--- config.mk ---
export PLATFORM = sky130hd
export DESIGN_NAME = obj_scan
export DESIGN_NICKNAME = d
export VERILOG_FILES = /design/src/verilog/obj_fmt_pkg.sv /design/src/verilog/obj_geom_pkg.sv /design/src/verilog/obj_scan.sv
export SDC_FILE = /design/constraint.sdc
export NUM_CORES = 1
export LEC_CHECK = 0
export BUFFER_PORTS_ARGS = -buffer_cell sky130_fd_sc_hd__buf_2
export CAP_MARGIN = 0
export CORE_MARGIN = 3
export CORE_UTILIZATION = 55
export DETAILED_ROUTE_END_ITERATION = 10
export GPL_TIMING_DRIVEN = 0
export PLACE_DENSITY = 0.88
export SLEW_MARGIN = 20
export SYNTH_ARGS = -nofsm -noshare
export SYNTH_HDL_FRONTEND = slang
export SYNTH_SLANG_ARGS = --single-unit
export TNS_END_PERCENT = 50
--- constraint.sdc ---
create_clock -name clk -period 10.95 [get_ports clk]
set_input_delay 1.6425 -clock clk [delete_from_list [all_inputs] [get_ports clk]]
set_output_delay 1.6425 -clock clk [all_outputs]
set_load 0.05 [all_outputs]
--- src/verilog/obj_fmt_pkg.sv ---
// Sprite format package: table entry word indices and field positions, pixel word layout
package obj_fmt_pkg;

    // Word index of each field inside one entry
    localparam int ENT_LINES = 0;
    localparam int ENT_XPOS = 1;
    localparam int ENT_ADDR = 2;
    localparam int ENT_ATTR = 3;

    // Lines word, top in the low byte, bottom (exclusive) in the high byte
    localparam int LINE_W = 8;

    // Xpos word fields
    // x position sits in the low bits, XW wide
    localparam int WID_LSB = 12;
    localparam int WID_W = 3;
    localparam int XPOS_END = 15;

    // Attribute word fields
    localparam int PAL_LSB = 0;
    localparam int PRIO_LSB = 6;
    localparam int BANK_LSB = 8;

    // Pixel layout
    localparam int COLOR_W = 4;
    localparam int PAL_W = 6;
    localparam int PRIO_W = 2;

    // Graphics word, four nibbles, leftmost pixel in the top nibble
    localparam int PIX_PER_WORD = 4;

endpackage

--- src/verilog/obj_geom_pkg.sv ---
// Sprite engine geometry package: data, address and position widths, pixel width, entry size
package obj_geom_pkg;

    // CPU and table data word
    localparam int DW = 16;

    // CPU word address into the sprite table
    localparam int CPU_AW = 10;

    // Horizontal and vertical position, 512 positions per line
    localparam int XW = 9;

    // Graphics memory word address, bank on top of offset
    localparam int ROM_AW = 18;
    localparam int BANK_W = 4;
    localparam int OFS_W = ROM_AW - BANK_W;

    // Line buffer word
    localparam int PXL_W = 12;

    // Table words per sprite entry
    localparam int ENTRY_WORDS = 4;

endpackage

--- src/verilog/obj_scan.sv ---
// Sprite table scanner: per-line walk of the entries, visibility test, draw command issue
`timescale 1ns/1ns

module obj_scan import obj_geom_pkg::*, obj_fmt_pkg::*; #(
    parameter int OBJ_MAX = 128,
    localparam int TAW = $clog2(OBJ_MAX * ENTRY_WORDS)
) (
    input  logic              clk,
    input  logic              rst_n,
    input  logic              hstart,
    input  logic [XW-1:0]     vrender,
    // Table read port
    output logic [TAW-1:0]    tbl_addr,
    input  logic [DW-1:0]     tbl_dout,
    // Draw command
    output logic              dr_start,
    input  logic              dr_busy,
    output logic [XW-1:0]     dr_xpos,
    output logic [OFS_W-1:0]  dr_offset,
    output logic [BANK_W-1:0] dr_bank,
    output logic [WID_W-1:0]  dr_width,
    output logic [LINE_W-1:0] dr_row,
    output logic [PRIO_W-1:0] dr_prio,
    output logic [PAL_W-1:0]  dr_pal
);

    localparam int IW = $clog2(OBJ_MAX);
    localparam int WW = $clog2(ENTRY_WORDS);
    localparam int SUB_W = WW + 1;

    typedef enum logic [1:0] {S_IDLE, S_READ, S_WAIT} state_t;

    state_t             st;
    logic [IW-1:0]      idx;
    logic [SUB_W-1:0]   sub;
    logic [XW-1:0]      line;
    logic [DW-1:0]      lines_w;
    logic [DW-1:0]      xpos_w;
    logic [DW-1:0]      addr_w;
    logic [LINE_W-1:0]  top;
    logic [LINE_W-1:0]  bot;
    logic [XW-1:0]      row_full;
    logic               visible;
    logic               last_ent;
    logic               ent_done;

    // Word sub of entry idx, sub runs one past the last word for the data return
    assign tbl_addr = {idx, sub[WW-1:0]};

    assign top = lines_w[LINE_W-1:0];
    assign bot = lines_w[2*LINE_W-1:LINE_W];
    assign row_full = line - XW'(top);
    // Bottom line is exclusive
    assign visible = (line >= XW'(top)) && (line < XW'(bot));
    assign last_ent = (idx == IW'(OBJ_MAX - 1));
    // All four words present, attribute word on tbl_dout
    assign ent_done = (st == S_READ) && (sub == SUB_W'(ENTRY_WORDS));

    // Walk FSM
    always_ff @(posedge clk) begin
        if (!rst_n) begin
            st <= S_IDLE;
            idx <= '0;
            sub <= '0;
            line <= '0;
            dr_start <= 1'b0;
        end else begin
            dr_start <= 1'b0;
            if (hstart) begin
                // New line, drop whatever was left
                st <= S_READ;
                idx <= '0;
                sub <= '0;
                line <= vrender + 1'd1;
            end else begin
                case (st)
                    S_READ: begin
                        sub <= sub + 1'd1;
                        if (ent_done) begin
                            sub <= '0;
                            if (xpos_w[XPOS_END]) begin
                                // End marker closes the list
                                st <= S_IDLE;
                            end else if (visible) begin
                                st <= S_WAIT;
                            end else if (last_ent) begin
                                st <= S_IDLE;
                            end else begin
                                idx <= idx + 1'd1;
                            end
                        end
                    end
                    S_WAIT: begin
                        // Drawer free, hand over the command
                        if (!dr_busy) begin
                            dr_start <= 1'b1;
                            if (last_ent) begin
                                st <= S_IDLE;
                            end else begin
                                idx <= idx + 1'd1;
                                st <= S_READ;
                            end
                        end
                    end
                    default: st <= S_IDLE;
                endcase
            end
        end
    end

    // Entry words as they come back
    always_ff @(posedge clk) begin
        if (st == S_READ) begin
            if (sub == SUB_W'(ENT_LINES + 1)) lines_w <= tbl_dout;
            if (sub == SUB_W'(ENT_XPOS + 1)) xpos_w <= tbl_dout;
            if (sub == SUB_W'(ENT_ADDR + 1)) addr_w <= tbl_dout;
        end
    end

    // Command fields, held until the pulse
    always_ff @(posedge clk) begin
        if (ent_done && visible) begin
            dr_xpos <= xpos_w[XW-1:0];
            dr_width <= xpos_w[WID_LSB +: WID_W];
            dr_offset <= addr_w[OFS_W-1:0];
            dr_row <= row_full[LINE_W-1:0];
            dr_bank <= tbl_dout[BANK_LSB +: BANK_W];
            dr_prio <= tbl_dout[PRIO_LSB +: PRIO_W];
            dr_pal <= tbl_dout[PAL_LSB +: PAL_W];
        end
    end

endmodule

# Word-level counts from Yosys, hierarchy flattened
# Index checks and enable logic that the tools add are counted.
[totals]
romBits = 0
ramBits = 0
mem_count = 0
output_inout_bits = 56
inputBits = 29
latchBits = 0
elab_cells = 67
register_bits = 114
[classes]
n_addsub = 4
div_mod_pow = 0
eq_ne = 15
mux = 16
bitwise_logic = 2
n_lt_le_gt_ge = 2
shifts = 0
n_mul = 0
n_reduce_logical = 12
[op_table]
columns = ["cell", "count"]
rows = [
  ["$mux 7", 5],
  ["$pmux 7 s2", 1],
  ["$mux 2", 5],
  ["$add 9x1->9 const B", 1],
  ["$ge 9x8->1", 1],
  ["$lt 9x8->1", 1],
  ["$ne 2x2->1 const B", 4],
  ["$sub 8x8->8", 1],
  ["$add 7x1->7 const B", 1],
  ["$eq 7x7->1 const B", 1],
  ["$eq 3x2->1 const B", 2],
  ["$ne 3x3->1 const B", 2],
  ["$reduce_and 2->1", 3],
  ["$reduce_and 3->1", 2],
  ["$ne 5x5->1 const B", 1],
  ["$reduce_and 5->1", 1],
  ["$ne 4x4->1 const B", 1],
  ["$pmux 2 s2", 1],
  ["$add 3x1->3 const B", 1],
  ["$eq 3x1->1 const B", 1],
  ["$eq 3x3->1 const B", 1],
  ["$logic_and 1x1->1", 3],
  ["$mux 1", 3],
  ["$mux 3", 1],
  ["other kinds (6)", 7],
]

# Logic depth before layout (Yosys ltp)
[logic_depth]
word_depth = 7
mapped_depth = 9
mapped_depth_nobuf = 9

# Worst setup path after synthesis
# OpenSTA, ideal clock, no wires.
[synth_path]
path_kind = "flip-flop to flip-flop"
start = "register lines_w[12]"
end = "register dr_bank[0] (enable)"
stages_incl_launch_ff = 7
setup_slack_ns = 7.230
setup_ns = 0.450
required_time_ns = 10.500
arrival_ns = 3.271
period_less_slack_ns = 3.720
n_path_buf = 0
cell_sequence = "edfxtp_1 inv_1 ha_1 a211o_1 o221ai_1 o211ai_1 nor2_1"
[synth_via]
elab_chain_len = 3
[synth_rtl]
columns = ["item", "line_no", "text"]
rows = [
  ["start, declared", "obj_scan.sv:37", "logic [DW-1:0] lines_w;"],
  ["start signal, assigned", "obj_scan.sv:114", "if (sub == SUB_W'(ENT_LINES + 1)) lines_w <= tbl_dout;"],
  ["$lt 9x8->1", "obj_scan.sv:54", "assign visible = (line >= XW'(top)) && (line < XW'(bot));"],
  ["$logic_and 1x1->1", "obj_scan.sv:54", ""],
  ["$logic_and 1x1->1", "obj_scan.sv:122", "if (ent_done && visible) begin"],
  ["end signal, assigned", "obj_scan.sv:127", "dr_bank <= tbl_dout[BANK_LSB +: BANK_W];"],
  ["end, declared", "obj_scan.sv:20", "output logic [BANK_W-1:0] dr_bank,"],
]
# No other way between the ends.
# A chain may end at the register's enable or synchronous reset.

# Worst setup path after layout
[layout_path]
start = "input dr_busy"
end = "register idx[4]"
[layout_via]
elab_chain_len = 2
[layout_rtl]
columns = ["item", "line_no", "text"]
rows = [
  ["start, declared", "obj_scan.sv:17", "input logic dr_busy,"],
  ["$ne 2x2->1 (no source line)", "--", ""],
  ["$reduce_and 5->1 (no source line)", "--", ""],
  ["end signal, assigned", "obj_scan.sv:89", "idx <= idx + 1'd1;"],
  ["end signal, assigned", "obj_scan.sv:100", "idx <= idx + 1'd1;"],
  ["end, declared", "obj_scan.sv:34", "logic [IW-1:0] idx;"],
]
# No other way between the ends.

==> reports/metrics.cfg <==
[clock_network]
cts_setup_buffers=0
clock-sinks=111
cts_hold_buf=0
cts_resized=0
cts_buffer_depth=2
path_clk_slew_ps=110
cts_tree=built
cts-root-buf=clkbuf_8
clkLatencyLatePin_ps=360
cts_max_level=3
numCtsBuffers=9

[critical_path]
cp-end-kind=flop
path_cells=buf_2 > a22o_1 > or3_4 > a21o_1 > buf_6 > or4_1 > a21oi_1
cp_slowest_cell=or4_1
crit_type=in2reg
start_kind=input port
arrival_ps=3290
slowest_delay_ps=460
required_ps=11250
crit_path_max_fanout=10

[status]
status=finished clean

[yosys]
ys_ff_latch=111
synth_cells=308
yosys-top-cells-count=edfxtp_1, inv_1, ha_1
synth_top_area_frac=0.601
synth-edff-count=89
synth_area_leaders=edfxtp_1, dfxtp_1, ha_1
synth.distinct_cells=48
synth_nets=362
synth_top_cell_by_area=edfxtp_1
avgSynthCellArea_um2=14.4
yosysMostFrequentCell=edfxtp_1
yosysSeqAreaShare=0.700
netlist_area_um2=4450
yosysWarnings=0
ys.flop_type=edfxtp_1
async_flop_share=0

[layout]
area_growth_pct=17.6
num_antenna_cells=0
drive_above_1_share=0.274
layout.nets=458

[floorplan]
rows=32
dieArea_um2=9200
core_um2=7810
die_h_um=95.9
fp.dieW_um=95.9
initial_core_util=0.570
ios=85

[route]
routedWlPerCell_um=15.7
drc=0
postRouteAntennaNets=0
vias=2767
firstDrtPassIters=4
wirelength_um=8030
routed_via_density=5.41
drt-initial-drc-count=113

[power]
pwr-share-clk=0.315
p_sw_mw=0.177
p_sw_frac=0.237
ir_worst_vdd_mv=0.0781
p_total_mw=0.748
power_per_cell_area_nw_per_um2=143
p_seq_frac=0.617
p_comb_frac=0.067
p_int_mw=0.571
leakagePower_nw=2.11

[sta]
min_period_over_period=0.273
slew_viol_final=0
setup_viol=0
tns_ps=0
final.setup_skew_ps=9.54
worstMarginPinSlew_ps=799
maxSlewHeadroom=0.468
layout_setup_ws_ps=7960
fin_hold_ws_ps=422
rsz0062_at_grt=false
max_clock_freq_mhz=334
fin_crit_ps=2990
finalHoldViolCount=0

[flow_run]
cap_violations=0

[grt]
grt_pass1_wl_um=12700
grt_max_degree=31
grtUsageTotal=0.183
antenna_found_initial=0
grt_overflow=0
grt_pass1_vias=2717

[placed_design]
pre_cts_ws_ps=7600
io_buffer_count=84
gp_congestion=0.832
dp_hpwl_um=5860

[worst_hold_path]
hold_class=reg2reg

[logic make-up (layout without fill, tap and decap cells)]
group,count (synthesis),after routing,synth area share
and+or+nand+nor,64,64,0.0760
buffers and inverters,37,138,0.0346
AOI/OAI and AO/OA,58,58,0.0909
xor gates and xnor gates,10,10,0.0197
muxes,3,3,0.00703
adders and majority gates,25,25,0.0720
DFF,111,111,0.700
[state kept, by name (all words and copies together), names as in the netlist]
register and count:
dr_start 1, dr_pal 6, dr_offset 14, st 2
dr_width 3, dr_xpos 9, dr_bank 4, xpos_w 13
idx 7, dr_prio 2, sub 3, line 9
lines_w 16, addr_w 14, dr_row 8
[metal layers]
layer | track usage | wire (um)
met4 | 0.0746 | 118
met2 | 0.316 | 4080
met1 | 0.228 | 3440
met5 | 0 | 0
met3 | 0.0344 | 394
[cell usage in the layout (no fill, tap or decap), types with 2 or more instances in the layout]
master	instances
nor3_1	2
inv_1	28
nand2b_1	4
nand2_1	11
o21ai_0	9
clkinv_4	2
a21oi_1	17
ha_1	24
nor2b_1	2
clkinv_8	2
clkbuf_8	9
and3_1	4
o31ai_1	3
mux2i_1	2
nor2_1	11
inv_8	2
a21o_1	6
buf_4	2
xnor2_1	6
or3_1	3
o21a_1	2
or4_1	3
nand3_1	14
clkbuf_1	6
dfxtp_1	22
nand4_1	2
edfxtp_1	89
xor2_1	4
buf_2	84
o211a_1	8
[worst paths after layout]
| path | depth (start not counted) | startpoint | slack (ps) | to |
|---|---|---|---|---|
| min reg2reg | 0 | xpos_w[2]$_DFFE_PP_ | 420 | dr_xpos[2]$_DFFE_PP_ |
| max reg2reg | 7 | lines_w[14]$_DFFE_PP_ | 8230 | dr_offset[0]$_DFFE_PP_ |
| max | 7 | dr_busy | 7960 | idx[4]$_SDFFE_PP0P_ |
| min | 0 | xpos_w[2]$_DFFE_PP_ | 420 | dr_xpos[2]$_DFFE_PP_ |
[stage by stage]
step                      utilization  std cells  cell area (um2)
final                           0.670        511             5230
after global routing            0.670        511             5230
after CTS                       0.670        511             5230
after detailed placement        0.643        495             5020
after global placement          0.640        494             5000
after floorplan                     -        308             4450
[critical path, delay by kind of cell]
family                 cells  cell delay (ps)
buffers and inverters      2              250
AO/OA/AOI/OAI              3              580
AND/OR/NAND/NOR            2              820
[layout make-up]
class                           instances  area [um2]
Fill cell                             589        2580
Inverter                               28         105
Sequential cell                       111        3110
Clock buffer                            9         124
Buffer                                  9        48.8
Multi-Input combinational cell        160        1190
Timing Repair Buffer                   85         440
Tap cell                              102         128
Clock inverter                          7        81.3
[power by group through the flow]
| stage | combinational [mW] | clock (mW) | sequential (mW) |
|---|---|---|---|
| after CTS | 0.0504 | 0.243 | 0.461 |
| after detailed placement | 0.0499 | 0 | 0.471 |
| after global routing | 0.0573 | 0.257 | 0.462 |
| final | 0.0504 | 0.236 | 0.461 |
| after floorplan | 0.0322 | 0 | 0.470 |
| after global placement | 0.0466 | 0 | 0.471 |
No activity file was read; power rests on OpenSTA's default activity.
