File: src/verilog/obj_fmt_pkg.sv
// Sprite format package: table entry word indices and field positions, pixel word layout
package obj_fmt_pkg;

    // Word index of each field inside one entry
    localparam int ENT_LINES = 0;
    localparam int ENT_XPOS = 1;
    localparam int ENT_ADDR = 2;
    localparam int ENT_ATTR = 3;

    // Lines word, top in the low byte, bottom (exclusive) in the high byte
    localparam int LINE_W = 8;

    // Xpos word fields
    // x position sits in the low bits, XW wide
    localparam int WID_LSB = 12;
    localparam int WID_W = 3;
    localparam int XPOS_END = 15;

    // Attribute word fields
    localparam int PAL_LSB = 0;
    localparam int PRIO_LSB = 6;
    localparam int BANK_LSB = 8;

    // Pixel layout
    localparam int COLOR_W = 4;
    localparam int PAL_W = 6;
    localparam int PRIO_W = 2;

    // Graphics word, four nibbles, leftmost pixel in the top nibble
    localparam int PIX_PER_WORD = 4;

endpackage

File: src/verilog/obj_geom_pkg.sv
// Sprite engine geometry package: data, address and position widths, pixel width, entry size
package obj_geom_pkg;

    // CPU and table data word
    localparam int DW = 16;

    // CPU word address into the sprite table
    localparam int CPU_AW = 10;

    // Horizontal and vertical position, 512 positions per line
    localparam int XW = 9;

    // Graphics memory word address, bank on top of offset
    localparam int ROM_AW = 18;
    localparam int BANK_W = 4;
    localparam int OFS_W = ROM_AW - BANK_W;

    // Line buffer word
    localparam int PXL_W = 12;

    // Table words per sprite entry
    localparam int ENTRY_WORDS = 4;

endpackage

File: src/verilog/obj_draw.sv
// Sprite drawer: graphics memory fetch per word, opaque pixel writes into the line buffer
`timescale 1ns/1ns

module obj_draw import obj_geom_pkg::*, obj_fmt_pkg::*; (
    input  logic              clk,
    input  logic              rst_n,
    // Draw command
    input  logic              dr_start,
    output logic              dr_busy,
    input  logic [XW-1:0]     dr_xpos,
    input  logic [OFS_W-1:0]  dr_offset,
    input  logic [BANK_W-1:0] dr_bank,
    input  logic [WID_W-1:0]  dr_width,
    input  logic [LINE_W-1:0] dr_row,
    input  logic [PRIO_W-1:0] dr_prio,
    input  logic [PAL_W-1:0]  dr_pal,
    // Graphics memory
    output logic              rom_cs,
    output logic [ROM_AW-1:0] rom_addr,
    input  logic              rom_ok,
    input  logic [DW-1:0]     rom_data,
    // Line buffer write
    output logic              buf_we,
    output logic [XW-1:0]     buf_addr,
    output logic [PXL_W-1:0]  buf_data
);

    localparam int KW = $clog2(PIX_PER_WORD);

    typedef enum logic [1:0] {D_IDLE, D_FETCH, D_PIX} state_t;

    state_t              st;
    logic [KW-1:0]       k;
    logic [WID_W-1:0]    wcnt;
    logic [WID_W-1:0]    width_r;
    logic [BANK_W-1:0]   bank_r;
    logic [OFS_W-1:0]    ofs_r;
    logic [PAL_W-1:0]    pal_r;
    logic [PRIO_W-1:0]   prio_r;
    logic [XW-1:0]       cur_x;
    logic [DW-1:0]       pix_w;
    logic [COLOR_W-1:0]  color;
    logic                word_end;
    logic                got_word;

    // Current pixel sits in the top nibble
    assign color = pix_w[DW-1 -: COLOR_W];
    assign word_end = (k == KW'(PIX_PER_WORD - 1));
    assign got_word = (st == D_FETCH) && rom_cs && rom_ok;

    // Address stays put while rom_cs is up
    assign rom_addr = {bank_r, ofs_r};

    // Colour 0 is transparent, nothing written
    assign buf_we = (st == D_PIX) && (color != '0);
    assign buf_addr = cur_x;
    assign buf_data = {pal_r, prio_r, color};

    // Control FSM
    always_ff @(posedge clk) begin
        if (!rst_n) begin
            st <= D_IDLE;
            dr_busy <= 1'b0;
            rom_cs <= 1'b0;
            k <= '0;
            wcnt <= '0;
        end else begin
            case (st)
                D_IDLE: begin
                    if (dr_start) begin
                        st <= D_FETCH;
                        dr_busy <= 1'b1;
                        rom_cs <= 1'b1;
                        wcnt <= '0;
                    end
                end
                D_FETCH: begin
                    // Wait as long as memory needs
                    if (got_word) begin
                        rom_cs <= 1'b0;
                        k <= '0;
                        st <= D_PIX;
                    end
                end
                D_PIX: begin
                    k <= k + 1'd1;
                    if (word_end) begin
                        if (wcnt == width_r) begin
                            // Busy drops after the last write
                            st <= D_IDLE;
                            dr_busy <= 1'b0;
                        end else begin
                            // rom_cs was low for the four write cycles
                            wcnt <= wcnt + 1'd1;
                            rom_cs <= 1'b1;
                            st <= D_FETCH;
                        end
                    end
                end
                default: st <= D_IDLE;
            endcase
        end
    end

    // Datapath
    always_ff @(posedge clk) begin
        case (st)
            D_IDLE: begin
                if (dr_start) begin
                    bank_r <= dr_bank;
                    // Row start, offset plus row times words per row, 14-bit wrap
                    ofs_r <= dr_offset + OFS_W'(dr_row) * (OFS_W'(dr_width) + 1'd1);
                    width_r <= dr_width;
                    pal_r <= dr_pal;
                    prio_r <= dr_prio;
                    cur_x <= dr_xpos;
                end
            end
            D_FETCH: begin
                if (got_word) pix_w <= rom_data;
            end
            D_PIX: begin
                // x wraps at 512 by width
                cur_x <= cur_x + 1'd1;
                pix_w <= pix_w << COLOR_W;
                if (word_end && wcnt != width_r) ofs_r <= ofs_r + 1'd1;
            end
            default: ;
        endcase
    end

endmodule

File: config.mk
export PLATFORM = sky130hd
export DESIGN_NAME = obj_draw
export DESIGN_NICKNAME = d
export VERILOG_FILES = /design/src/verilog/obj_fmt_pkg.sv /design/src/verilog/obj_geom_pkg.sv /design/src/verilog/obj_draw.sv
export SDC_FILE = /design/constraint.sdc
export NUM_CORES = 1
export LEC_CHECK = 0
export ABC_CLOCK_PERIOD_IN_PS = 6800
export BUFFER_PORTS_ARGS = -buffer_cell sky130_fd_sc_hd__clkbuf_2
export CORE_MARGIN = 5
export CORE_UTILIZATION = 59
export CTS_BUF_LIST = sky130_fd_sc_hd__clkbuf_16
export DETAILED_ROUTE_END_ITERATION = 10
export PLACE_DENSITY_LB_ADDON = 0.05
export SKIP_CTS_REPAIR_TIMING = 1
export SLEW_MARGIN = 20
export SYNTH_ARGS = -nofsm -noshare
export SYNTH_HDL_FRONTEND = slang
export SYNTH_SLANG_ARGS = --single-unit
File: constraint.sdc
create_clock -name clk -period 6.8 [get_ports clk]
set_input_delay 1.02 -clock clk [delete_from_list [all_inputs] [get_ports clk]]
set_output_delay 1.02 -clock clk [all_outputs]
set_load 0.005 [all_outputs]
### After elaboration in Yosys (flattened, before gate mapping)

Index checks and enable logic that the tools add are counted.
W data, S select, Z words.

| word-level totals | value |
|---|---|
| output and inout port bits | 42 |
| ROM bits | 0 |
| word-level logic and storage cells | 73 |
| input bits | 66 |
| latch bits | 0 |
| bits in registers | 63 |
| memory bits (writable) | 0 |
| memories | 0 |

| cells by class | value |
|---|---|
| add/sub/neg operators | 6 |
| reduce and logical (&&, ||, !) cells | 17 |
| mux-type cells | 26 |
| $mul | 1 |
| magnitude comparators | 0 |
| bitwise logic cells | 0 |
| equality and inequality tests | 11 |
| div/mod/pow operators | 0 |
| shift operators | 0 |

Operators with widths:

| operator | count |
|---|---|
| $pmux W16 S2 | 1 |
| $mux W14 | 2 |
| $pmux W14 S2 | 1 |
| $pmux W9 S2 | 1 |
| $mux W16 | 1 |
| $add A14 B1 Y14 const B | 1 |
| $add A14 B12 Y14 | 1 |
| $mul A8 B4 Y12 | 1 |
| $add A9 B1 Y9 const B | 1 |
| $mux W3 | 3 |
| $mux W9 | 1 |
| $mux W2 | 4 |
| $ne A2 B2 Y1 const B | 4 |
| $reduce_and A4 Y1 | 2 |
| $mux W1 | 7 |
| $pmux W2 S3 | 1 |
| $pmux W3 S2 | 1 |
| $reduce_and A2 Y1 | 3 |
| $reduce_and A3 Y1 | 2 |
| $reduce_and A5 Y1 | 1 |
| $add A3 B1 Y4 const B | 1 |
| $eq A2 B2 Y1 const B | 2 |
| $logic_and A1 B1 Y1 | 4 |
| $ne A2 B1 Y1 const B | 2 |
| other kinds (12) | 13 |

### Depth between registers and ports, before layout

Gate-level depths: netlist of the first run.

| depth | value |
|---|---|
| depth in word-level cells | 5 |
| gate-level depth with buffers | 15 |

### Worst setup path before layout of the first run

No wires, ideal clock.

| timing path | value |
|---|---|
| path type | in2reg |
| start | in dr_width[0] |
| end | reg ofs_r[10], data pin |
| stages on the path | 15 |
| arrival time | 4.612 ns |
| required time | 6.522 ns |
| buffers on the path | 0 |
| setup slack | 1.910 ns |
| library setup time | 0.278 ns |
| cells stage by stage | ha_1 > xor2_1 > nand2_1 > fa_1 > inv_1 > fa_1 > inv_1 > fa_1 > inv_1 > ha_1 > a21o_1 > a21o_1 > a21o_2 > a2111oi_0 > a221oi_1 |

| between the ends | value |
|---|---|
| cells in the longest elaborated chain, start to end | 5 |

RTL lines:

| item | RTL line | RTL |
|---|---|---|
| from (decl) | obj_draw.sv:13 | `input logic [WID_W-1:0] dr_width,` |
| $add A3 B1 Y4 | obj_draw.sv:112 | `ofs_r <= dr_offset + OFS_W'(dr_row) * (OFS_W'(dr_width) + 1'd1);` |
| $mul A8 B4 Y12 | obj_draw.sv:112 |  |
| $add A14 B12 Y14 | obj_draw.sv:112 |  |
| $mux W14 | obj_draw.sv:109 | `if (dr_start) begin` |
| $pmux W14 S2 | obj_draw.sv:107 | `case (st)` |
| to (signal assigned) | obj_draw.sv:112 |  |
| to (signal assigned) | obj_draw.sv:126 | `if (word_end && wcnt != width_r) ofs_r <= ofs_r + 1'd1;` |
| to (decl) | obj_draw.sv:37 | `logic [OFS_W-1:0] ofs_r;` |

Every way passes these cells. The select of a mux whose other input is x is not followed.
A chain may end at the register's enable or synchronous reset.

### Final worst setup path of the first run

| timing path | value |
|---|---|
| start | in dr_width[0] |
| end | reg ofs_r[13], data pin |

Same word-level chain as after synthesis.

==> results of run 1 <==
area by class of cell:
cell class | count | area (µm²) | share of cell area [%]
multi-input cells | 319 | 2333 | 44.23
clock buffers | 9 | 225.2 | 4.268
well taps | 99 | 123.9 | 2.348
repair buffers | 109 | 550.5 | 10.43
inverters | 54 | 202.7 | 3.842
flip-flops and latches | 63 | 1802 | 34.15
clock inverters | 6 | 38.79 | 0.7351
layer usage:
metal  GRT usage [%]  part of all wire (%)  vias up
li1                -                     -     1740
met1           22.93                    42     1627
met2           34.18                    51       92
met3           5.396                   5.8        7
met4           5.832                   1.2        0
met5               0                     0        -
flip-flops by register name (all words and copies together), names as in the netlist:
name      cells
buf_addr      9
k             2
ofs_r        14
bank_r        4
prio_r        2
wcnt          3
dr_busy       1
st            2
pal_r         6
rom_cs        1
width_r       3
pix_w        16
cells in the final DEF (no fill, tap or decap), drive strengths merged, types with 8 or more instances in the layout:
| cell | synthesis | routed |
|---|---|---|
| inv | 54 | 54 |
| and2 | 24 | 24 |
| nor2 | 19 | 19 |
| nand3 | 11 | 11 |
| xor2 | 16 | 16 |
| a21oi | 11 | 11 |
| ha | 27 | 27 |
| nand4 | 8 | 8 |
| o21ai | 16 | 16 |
| dfxtp | 9 | 9 |
| nor2b | 18 | 18 |
| nand2 | 79 | 79 |
| xnor2 | 9 | 9 |
| clkbuf | 5 | 116 |
| fa | 21 | 21 |
| edfxtp | 54 | 54 |
logic make-up (layout without fill, tap and decap cells):
group | count (synthesis) | count (layout) | share of synthesized area, %
simple gates | 182 | 182 | 20.54
buf+inv | 72 | 178 | 6.751
compound gates | 63 | 63 | 9.746
flops | 63 | 63 | 40.68
fa+ha+maj | 48 | 48 | 17.12
xor+xnor | 25 | 25 | 4.944
mux | 1 | 1 | 0.2260
critical path, stage by stage:
cell and delay [ns]:
clkbuf_2 0.17, ha_1 0.24, xor2_1 0.40, nand2_1 0.14
fa_1 0.52, inv_1 0.05, fa_1 0.53, inv_1 0.05
fa_1 0.49, inv_1 0.04, ha_1 0.38, and3_2 0.28
a221oi_1 0.30, o21ai_2 0.17, a221oi_1 0.30, nand2_1 0.08
final timing paths:
path	end	slack [ns]	depth (start not counted)
setup / recovery	ofs_r[13]	1.70	16
hold reg to reg	dr_busy	0.50	2
hold / removal	dr_busy	0.50	2
setup reg to reg	pix_w[8]	4.73	4
per-stage QoR:
stage / cell area [µm²] / hold slack [ns] / power, mW / cells / setup slack, ns
2_1_floorplan: 4429 / 0.4737 / 0.8620 / 454 / 1.910
3_3_place_gp: 5012 / 0.4754 / 0.9911 / 644 / 1.480
3_5_place_dp: 5012 / 0.4890 / 1.005 / 644 / 1.357
4_1_cts: 5276 / 0.4959 / 1.405 / 659 / 1.694
5_1_grt: 5276 / 0.5231 / 1.488 / 659 / 1.345
6_report: 5276 / 0.5036 / 1.392 / 659 / 1.698
where the power goes:
part	switching (mW)	internal [mW]
logic	0.244	0.207
clock network	0.156	0.242
registers	0.0518	0.491
==> results list, run 1 <==
- During synthesis, Yosys emitted a total of 0 warnings.
* Most numerous cell in the Yosys netlist: nand2_1
* Endpoint kind of the worst setup timing path: flop
- The clock arrives with between 0.01 and 0.015 ns of skew.
* Number of global-route vias before repair: about 3,400
- The synthesized design contains between 50 and 60 enable-type register cells.
- The later pin in the worst-skew pair is clocked with a latency of between 0.3 and 0.4 ns.
- Counting every instance in the synthesized netlist gives 454.
* Maximum number of pins on one net before global-route repair: 57
* Worst-case vdd ir drop: 0.1478 mV
- Global-route usage over all layers: around 19%
- Port bufs: approximately 110
* Async set-or-reset flop fraction in the synthesized netlist: 0%
- Endpoints failing hold: 0
- By area the synthesized netlist is led by edfxtp_1, fa_1, ha_1.
* Post-route minimum period: ~5 ns
* Power per unit of standard cell area: roughly 260 nW/µm²
* Area of the die: slightly above 9000 µm²
- Fill count: 593
* Reg-to-reg startpoint: st[1]
- No sink is reached through more buffers than the 2 on the longest clock path.
- Pins Over Slew Limit: 0
- Proportion of netlist area held by the largest area contributor: between 30% and 40%
* Antenna violations before repair: 0
* Number of detailed-route iterations in the first pass: 7
- Once detailed placement completed, the half-perimeter wirelength came to about 7 mm.
- TritonCTS created 9 clock buffers.
* Setup TNS: 0 ns
* Static Leak: ~2.5 nW
* Cell chosen for the clock root: clkbuf_16
- List of most frequent post-synthesis cells: nand2_1, edfxtp_1, inv_1
- Clock tree synthesis found a total of 63 sinks.
- Clock-pin slew was measured on the worst setup and hold paths at ~0.060 ns.
- The final route contains approximately 3,500 vias.
* Post-synthesis instance area: about 4400 µm²
* Highest attainable clock frequency: about 200 MHz
- Final setup violating endpoints: 0
* Share of layout cells above drive strength 1: 23.75%
- Seq/Total Area, Yosys: between 40% and 50%
- In this run the worst path has a maximum fanout of 11.
* Biggest area consumer among synthesized cells: edfxtp_1
- Number of cell rows: 31
* Net count after synthesis: roughly 570
* Max-cap violation count: 0
* Global-route wire length before repair: between 15 and 20 mm
- Number of remaining DRC errors: 0
- The total area inside the core boundary comes to ~7300 µm².
- Mean cell area of the mapped netlist: 9.756 µm²
- Relative max-transition margin: approximately two fifths
* Run status: finished clean
* Vias/cell: 5.259
- DR WL/cell: 13.40 µm
* Period utilization: approximately 75%
- Setup repair after global routing missed its margin: false
* Number of design-rule violations left by the first detailed-router iteration: about 120
- STA classifies the critical path startpoint as an input pin.
* Num ports: about 110
- Yosys mapped the design onto 50 distinct sky130hd cell types.
* Critical path required time: just under 7 ns
- Worst path arrival time: a little over 5 ns
- TritonCTS clock tree: done
* Sum of overflow across all layers after global routing: 0
* Worst setup startpoint: dr_width[0]
- Once layout is complete, the utilization of the core stands at 72.36%.
- Classification of the worst-slack hold path: flop to flop
- In the final design database the tool counted 670 nets.
- Once the floorplan was initialized, standard cells occupied around three fifths of the core.
- After synthesis the netlist holds a flip-flop and latch count of 63.
* Hold path startpoint: dr_busy
* Type of the setup path with the least slack: input pin to flop
* Worst Max-Slew Pin Slew: ~0.90 ns
- In this run the remaining antenna-violating nets after routing total 0.
- From synthesis to final layout, the design area changed by 19.12%.
- The floorplan step set the die height to slightly below 100 µm.
- Top flip-flop cell by instance count after synthesis: edfxtp_1
- The H-tree was split into 3 levels.
* Antenna Cells: 0
* Final GP Congestion: 0.8442
* Die X-Extent: 96.65 µm
- For this block, the routed nets add up to slightly below 9 mm of wire.
(Power assumes the default switching activity.)
==> run 2, diff against run 1 <==
--- a/config.mk
+++ b/config.mk
@@ -5,10 +5,10 @@
 export SDC_FILE = /design/constraint.sdc
 export NUM_CORES = 1
 export LEC_CHECK = 0
-export ABC_CLOCK_PERIOD_IN_PS = 6800
+export ABC_CLOCK_PERIOD_IN_PS = 4700
 export BUFFER_PORTS_ARGS = -buffer_cell sky130_fd_sc_hd__clkbuf_2
 export CORE_MARGIN = 5
-export CORE_UTILIZATION = 59
+export CORE_UTILIZATION = 54
 export CTS_BUF_LIST = sky130_fd_sc_hd__clkbuf_16
 export DETAILED_ROUTE_END_ITERATION = 10
 export PLACE_DENSITY_LB_ADDON = 0.05
==> constraint.sdc (replaced) <==
create_clock -name clk -period 4.7 [get_ports clk]
set_input_delay 0.705 -clock clk [delete_from_list [all_inputs] [get_ports clk]]
set_output_delay 0.705 -clock clk [all_outputs]
set_load 0.005 [all_outputs]
==> run 2 against run 1 <==
Total power up 52%. Combinational power up 52%. Critical path type unchanged. Global-route usage down 0.32 points. Routed wire length up 4.4%. Flip-flop and latch count unchanged. Clock-buffer cell count unchanged. Largest cell class unchanged. Cell area up 1.8%. Highest routed layer unchanged.
==> results list, run 2 (synthesis results as in run 1) <==
- The max-slew headroom at the worst pin was 40.01% (was 39.58%).
* Depth of the worst hold-timing path: 2 (unchanged)
- The share of layout cells above drive strength 1 was 25.22% (was 23.75%).
- The routed length per instance is 13.72 µm (was 13.40 µm).
- Least setup slack across all paths after layout: 0.3117 ns (was 1.698 ns)
- Post-route minimum period: 4.388 ns
- Worst-case vdd ir drop: 0.2114 mV (was 0.1478 mV)
- Number of buffers created by CTS: 9 (unchanged)
- Dpl ws: -0.04760 ns (was 1.357 ns)
- The via count is 3,514 (was 3,466).
* Final setup violating endpoints: 0 (unchanged)
- The sequential fraction of design power came to 37.0% (was 39.0%).
- The placement row count was 33 (was 31).
- The number of antenna violations at the first check in global routing was 0 (unchanged).
- The leakage component of the power is 2.562 nW (was 2.508 nW).
- Antenna Cells: 0 (unchanged)
- Commonest cells after routing, fill and taps aside: clkbuf_2, nand2_1, inv_1, edfxtp_1, ha_1 (unchanged).
- Effective utilization at floorplan: 54.73% (was 60.74%)
- The CTS H-tree depth is 3 (unchanged).
- The layout overhead on the synthesized area was 21.21% (was 19.12%).
- Final GP Congestion: 0.8004 (was 0.8442)
- Net Sw Power: 0.6755 mW (was 0.4520 mW)
- Max FFs per register: 16 (unchanged)
- The TritonCTS clock tree is done (unchanged).
* Clock Power Share: 30.7% (was 28.6%)
* Number of global-route vias before repair: 3,499 (was 3,432)
- The maximum count of clock buffers along a single path was 2 (unchanged).
- Endpoint kind of the worst setup timing path: flop (unchanged)
* Overall Power: 2.118 mW (was 1.392 mW)
* Number of sinks on the clock net: 63 (unchanged)
- The switching fraction of total power was 31.90% (was 32.48%).
- Register containing the most flip-flops in the final layout: pix_w (unchanged)
- Port bufs: 107 (unchanged)
* Worst Max-Slew Pin Slew: 0.8970 ns (was 0.9034 ns)
- The insertion delay to the later sink of the worst-skew pair is 0.33 ns (was 0.32 ns).
- The design internal power is 1.442 mW (was 0.9396 mW).
* Die outline height: 100.6 µm (was 96.65 µm)
- Worst R2R Path Depth: 5 (was 4)
* Pins Over Slew Limit: 0 (unchanged)
* Global-route wire length before repair: 15.32 mm (was 15.21 mm)
- CP Launch Type: input pin (unchanged)
- The global-route usage over all layers was 19.05% (was 19.37%).
* Period utilization: between 90% and 100%
- The horizontal die dimension was 100.6 µm (was 96.65 µm).
- The maximum clock skew at final layout was 0.008945 ns (was 0.01132 ns).
* Share of power burned in combinational logic: 32.4% (about the same)
- Num ports: 108 (unchanged)
- The DRC violations left is 0 (unchanged).
- The largest net degree at the start of global routing was 57 (unchanged).
* Area of the die: 10,110 µm² (was 9340 µm²)
- Setup repair after global routing missed its margin: false (unchanged).
- The detailed router's first-iteration violation count came to 129 (was 124).
* Number of detailed-route iterations in the first pass: 4 (was 7)
- Max-cap violation count: 0 (unchanged)
- Worst path arrival time: 4.46 ns (was 5.18 ns)
- Placeable Area: 8093 µm² (was 7292 µm²)
- The root buffer cell was clkbuf_16 (unchanged).
- Endpoints failing hold: 0 (unchanged)
* Fill count: 701 (was 593)
* Dpl hpwl: 7.122 mm (was 6.950 mm)
* Highest attainable clock frequency: between 200 and 250 MHz
- Routed Wire Length: 9.217 mm (was 8.828 mm)
- The vias per cell came to 5.229 (was 5.259).
- Type of the setup path with the least slack: input pin to flop (unchanged)
- Final #Nets: 676 (was 670)
- The remaining global-route overflow came to 0 (unchanged).
- The power density of the placed cells is 394.4 nW/µm² (was 263.7 nW/µm²).
- Run status: finished clean (unchanged)
- The most frequent standard cell in the layout excluding fill and tap cells was clkbuf_2 (unchanged).
- CTS clk-pin slew, worst paths: 0.05 ns (was 0.06 ns)
- The post-route antenna net violation count came to 0 (unchanged).
- The data required time of the worst path is 4.77 ns (was 6.88 ns).
* Classification of the worst-slack hold path: flop to flop (unchanged)
* Biggest fanout along the worst timing path: 8 (was 11)
==> run 2: cell count changes in the layout (fill, tap and decap cells not counted) <==
cell / delta
bufinv_16: +1
clkinvlp_4: -1
a2111oi_0: -1
clkinv_2: +2
inv_6: +1
a2111oi_2: +1
clkinv_1: -2
buf_4: +6
==> run 2: metal layers <==
| layer | vias to the layer above | global-route usage (%) | wire length [µm] |
|---|---|---|---|
| li1 | 1757 | - | - |
| met3 | 4 | 3.945 | 423 |
| met4 | 0 | 5.181 | 48 |
| met2 | 71 | 35.78 | 5060 |
| met1 | 1682 | 21.80 | 3685 |
| met5 | - | 0 | 0 |
==> run 2: through the flow <==
| stage | util [%] | hold slack (ns) | TNS [ns] | cells | area [µm²] |
|---|---|---|---|---|---|
| global route | 66.34 | 0.5230 | 0 | 672 | 5369 |
| CTS | 66.26 | 0.4900 | 0 | 672 | 5363 |
| floorplan | - | 0.4737 | 0 | 454 | 4429 |
| finish | 66.34 | 0.4899 | 0 | 672 | 5369 |
| detailed placement | 62.59 | 0.4768 | -0.06000 | 656 | 5065 |
| global placement | 62.59 | 0.4776 | 0 | 656 | 5065 |
==> run 2: cell type report <==
class	count	area, µm²	area share, %
Clock buffer	9	225.2	4.195
Clock inverter	7	72.57	1.352
Inverter	54	202.7	3.775
Multi-Input combinational cell	319	2340	43.58
Sequential cell	63	1802	33.56
Tap cell	105	131.4	2.447
Timing Repair Buffer	115	595.6	11.09
==> run 2: power groups by stage <==
stage / clock [mW] / combinational, mW / sequential, mW
after global routing: 0.691 / 0.783 / 0.795
final: 0.649 / 0.685 / 0.783
after CTS: 0.663 / 0.691 / 0.783
after floorplan: 0 / 0.463 / 0.784
after global placement: 0 / 0.671 / 0.792
after detailed placement: 0 / 0.686 / 0.793
==> run 2: worst max-delay path, cell delays in order <==
cell and delay (ns):
clkbuf_2 0.10, ha_1 0.20, xor2_1 0.14, buf_4 0.17
nand2_1 0.08, fa_1 0.50, inv_1 0.05, fa_1 0.53
inv_1 0.05, fa_1 0.49, inv_1 0.04, ha_1 0.31
and3_2 0.24, a221oi_1 0.30, o21ai_2 0.17, a221oi_1 0.29
nand2_1 0.08
==> run 2: worst paths after layout <==
kind                                  start   endpoint  slack, ns
worst max-delay path            dr_width[0]  ofs_r[13]       0.31
worst min-delay path                dr_busy    dr_busy       0.49
worst max register to register        st[0]  ofs_r[11]       2.69
worst min register to register      dr_busy    dr_busy       0.49
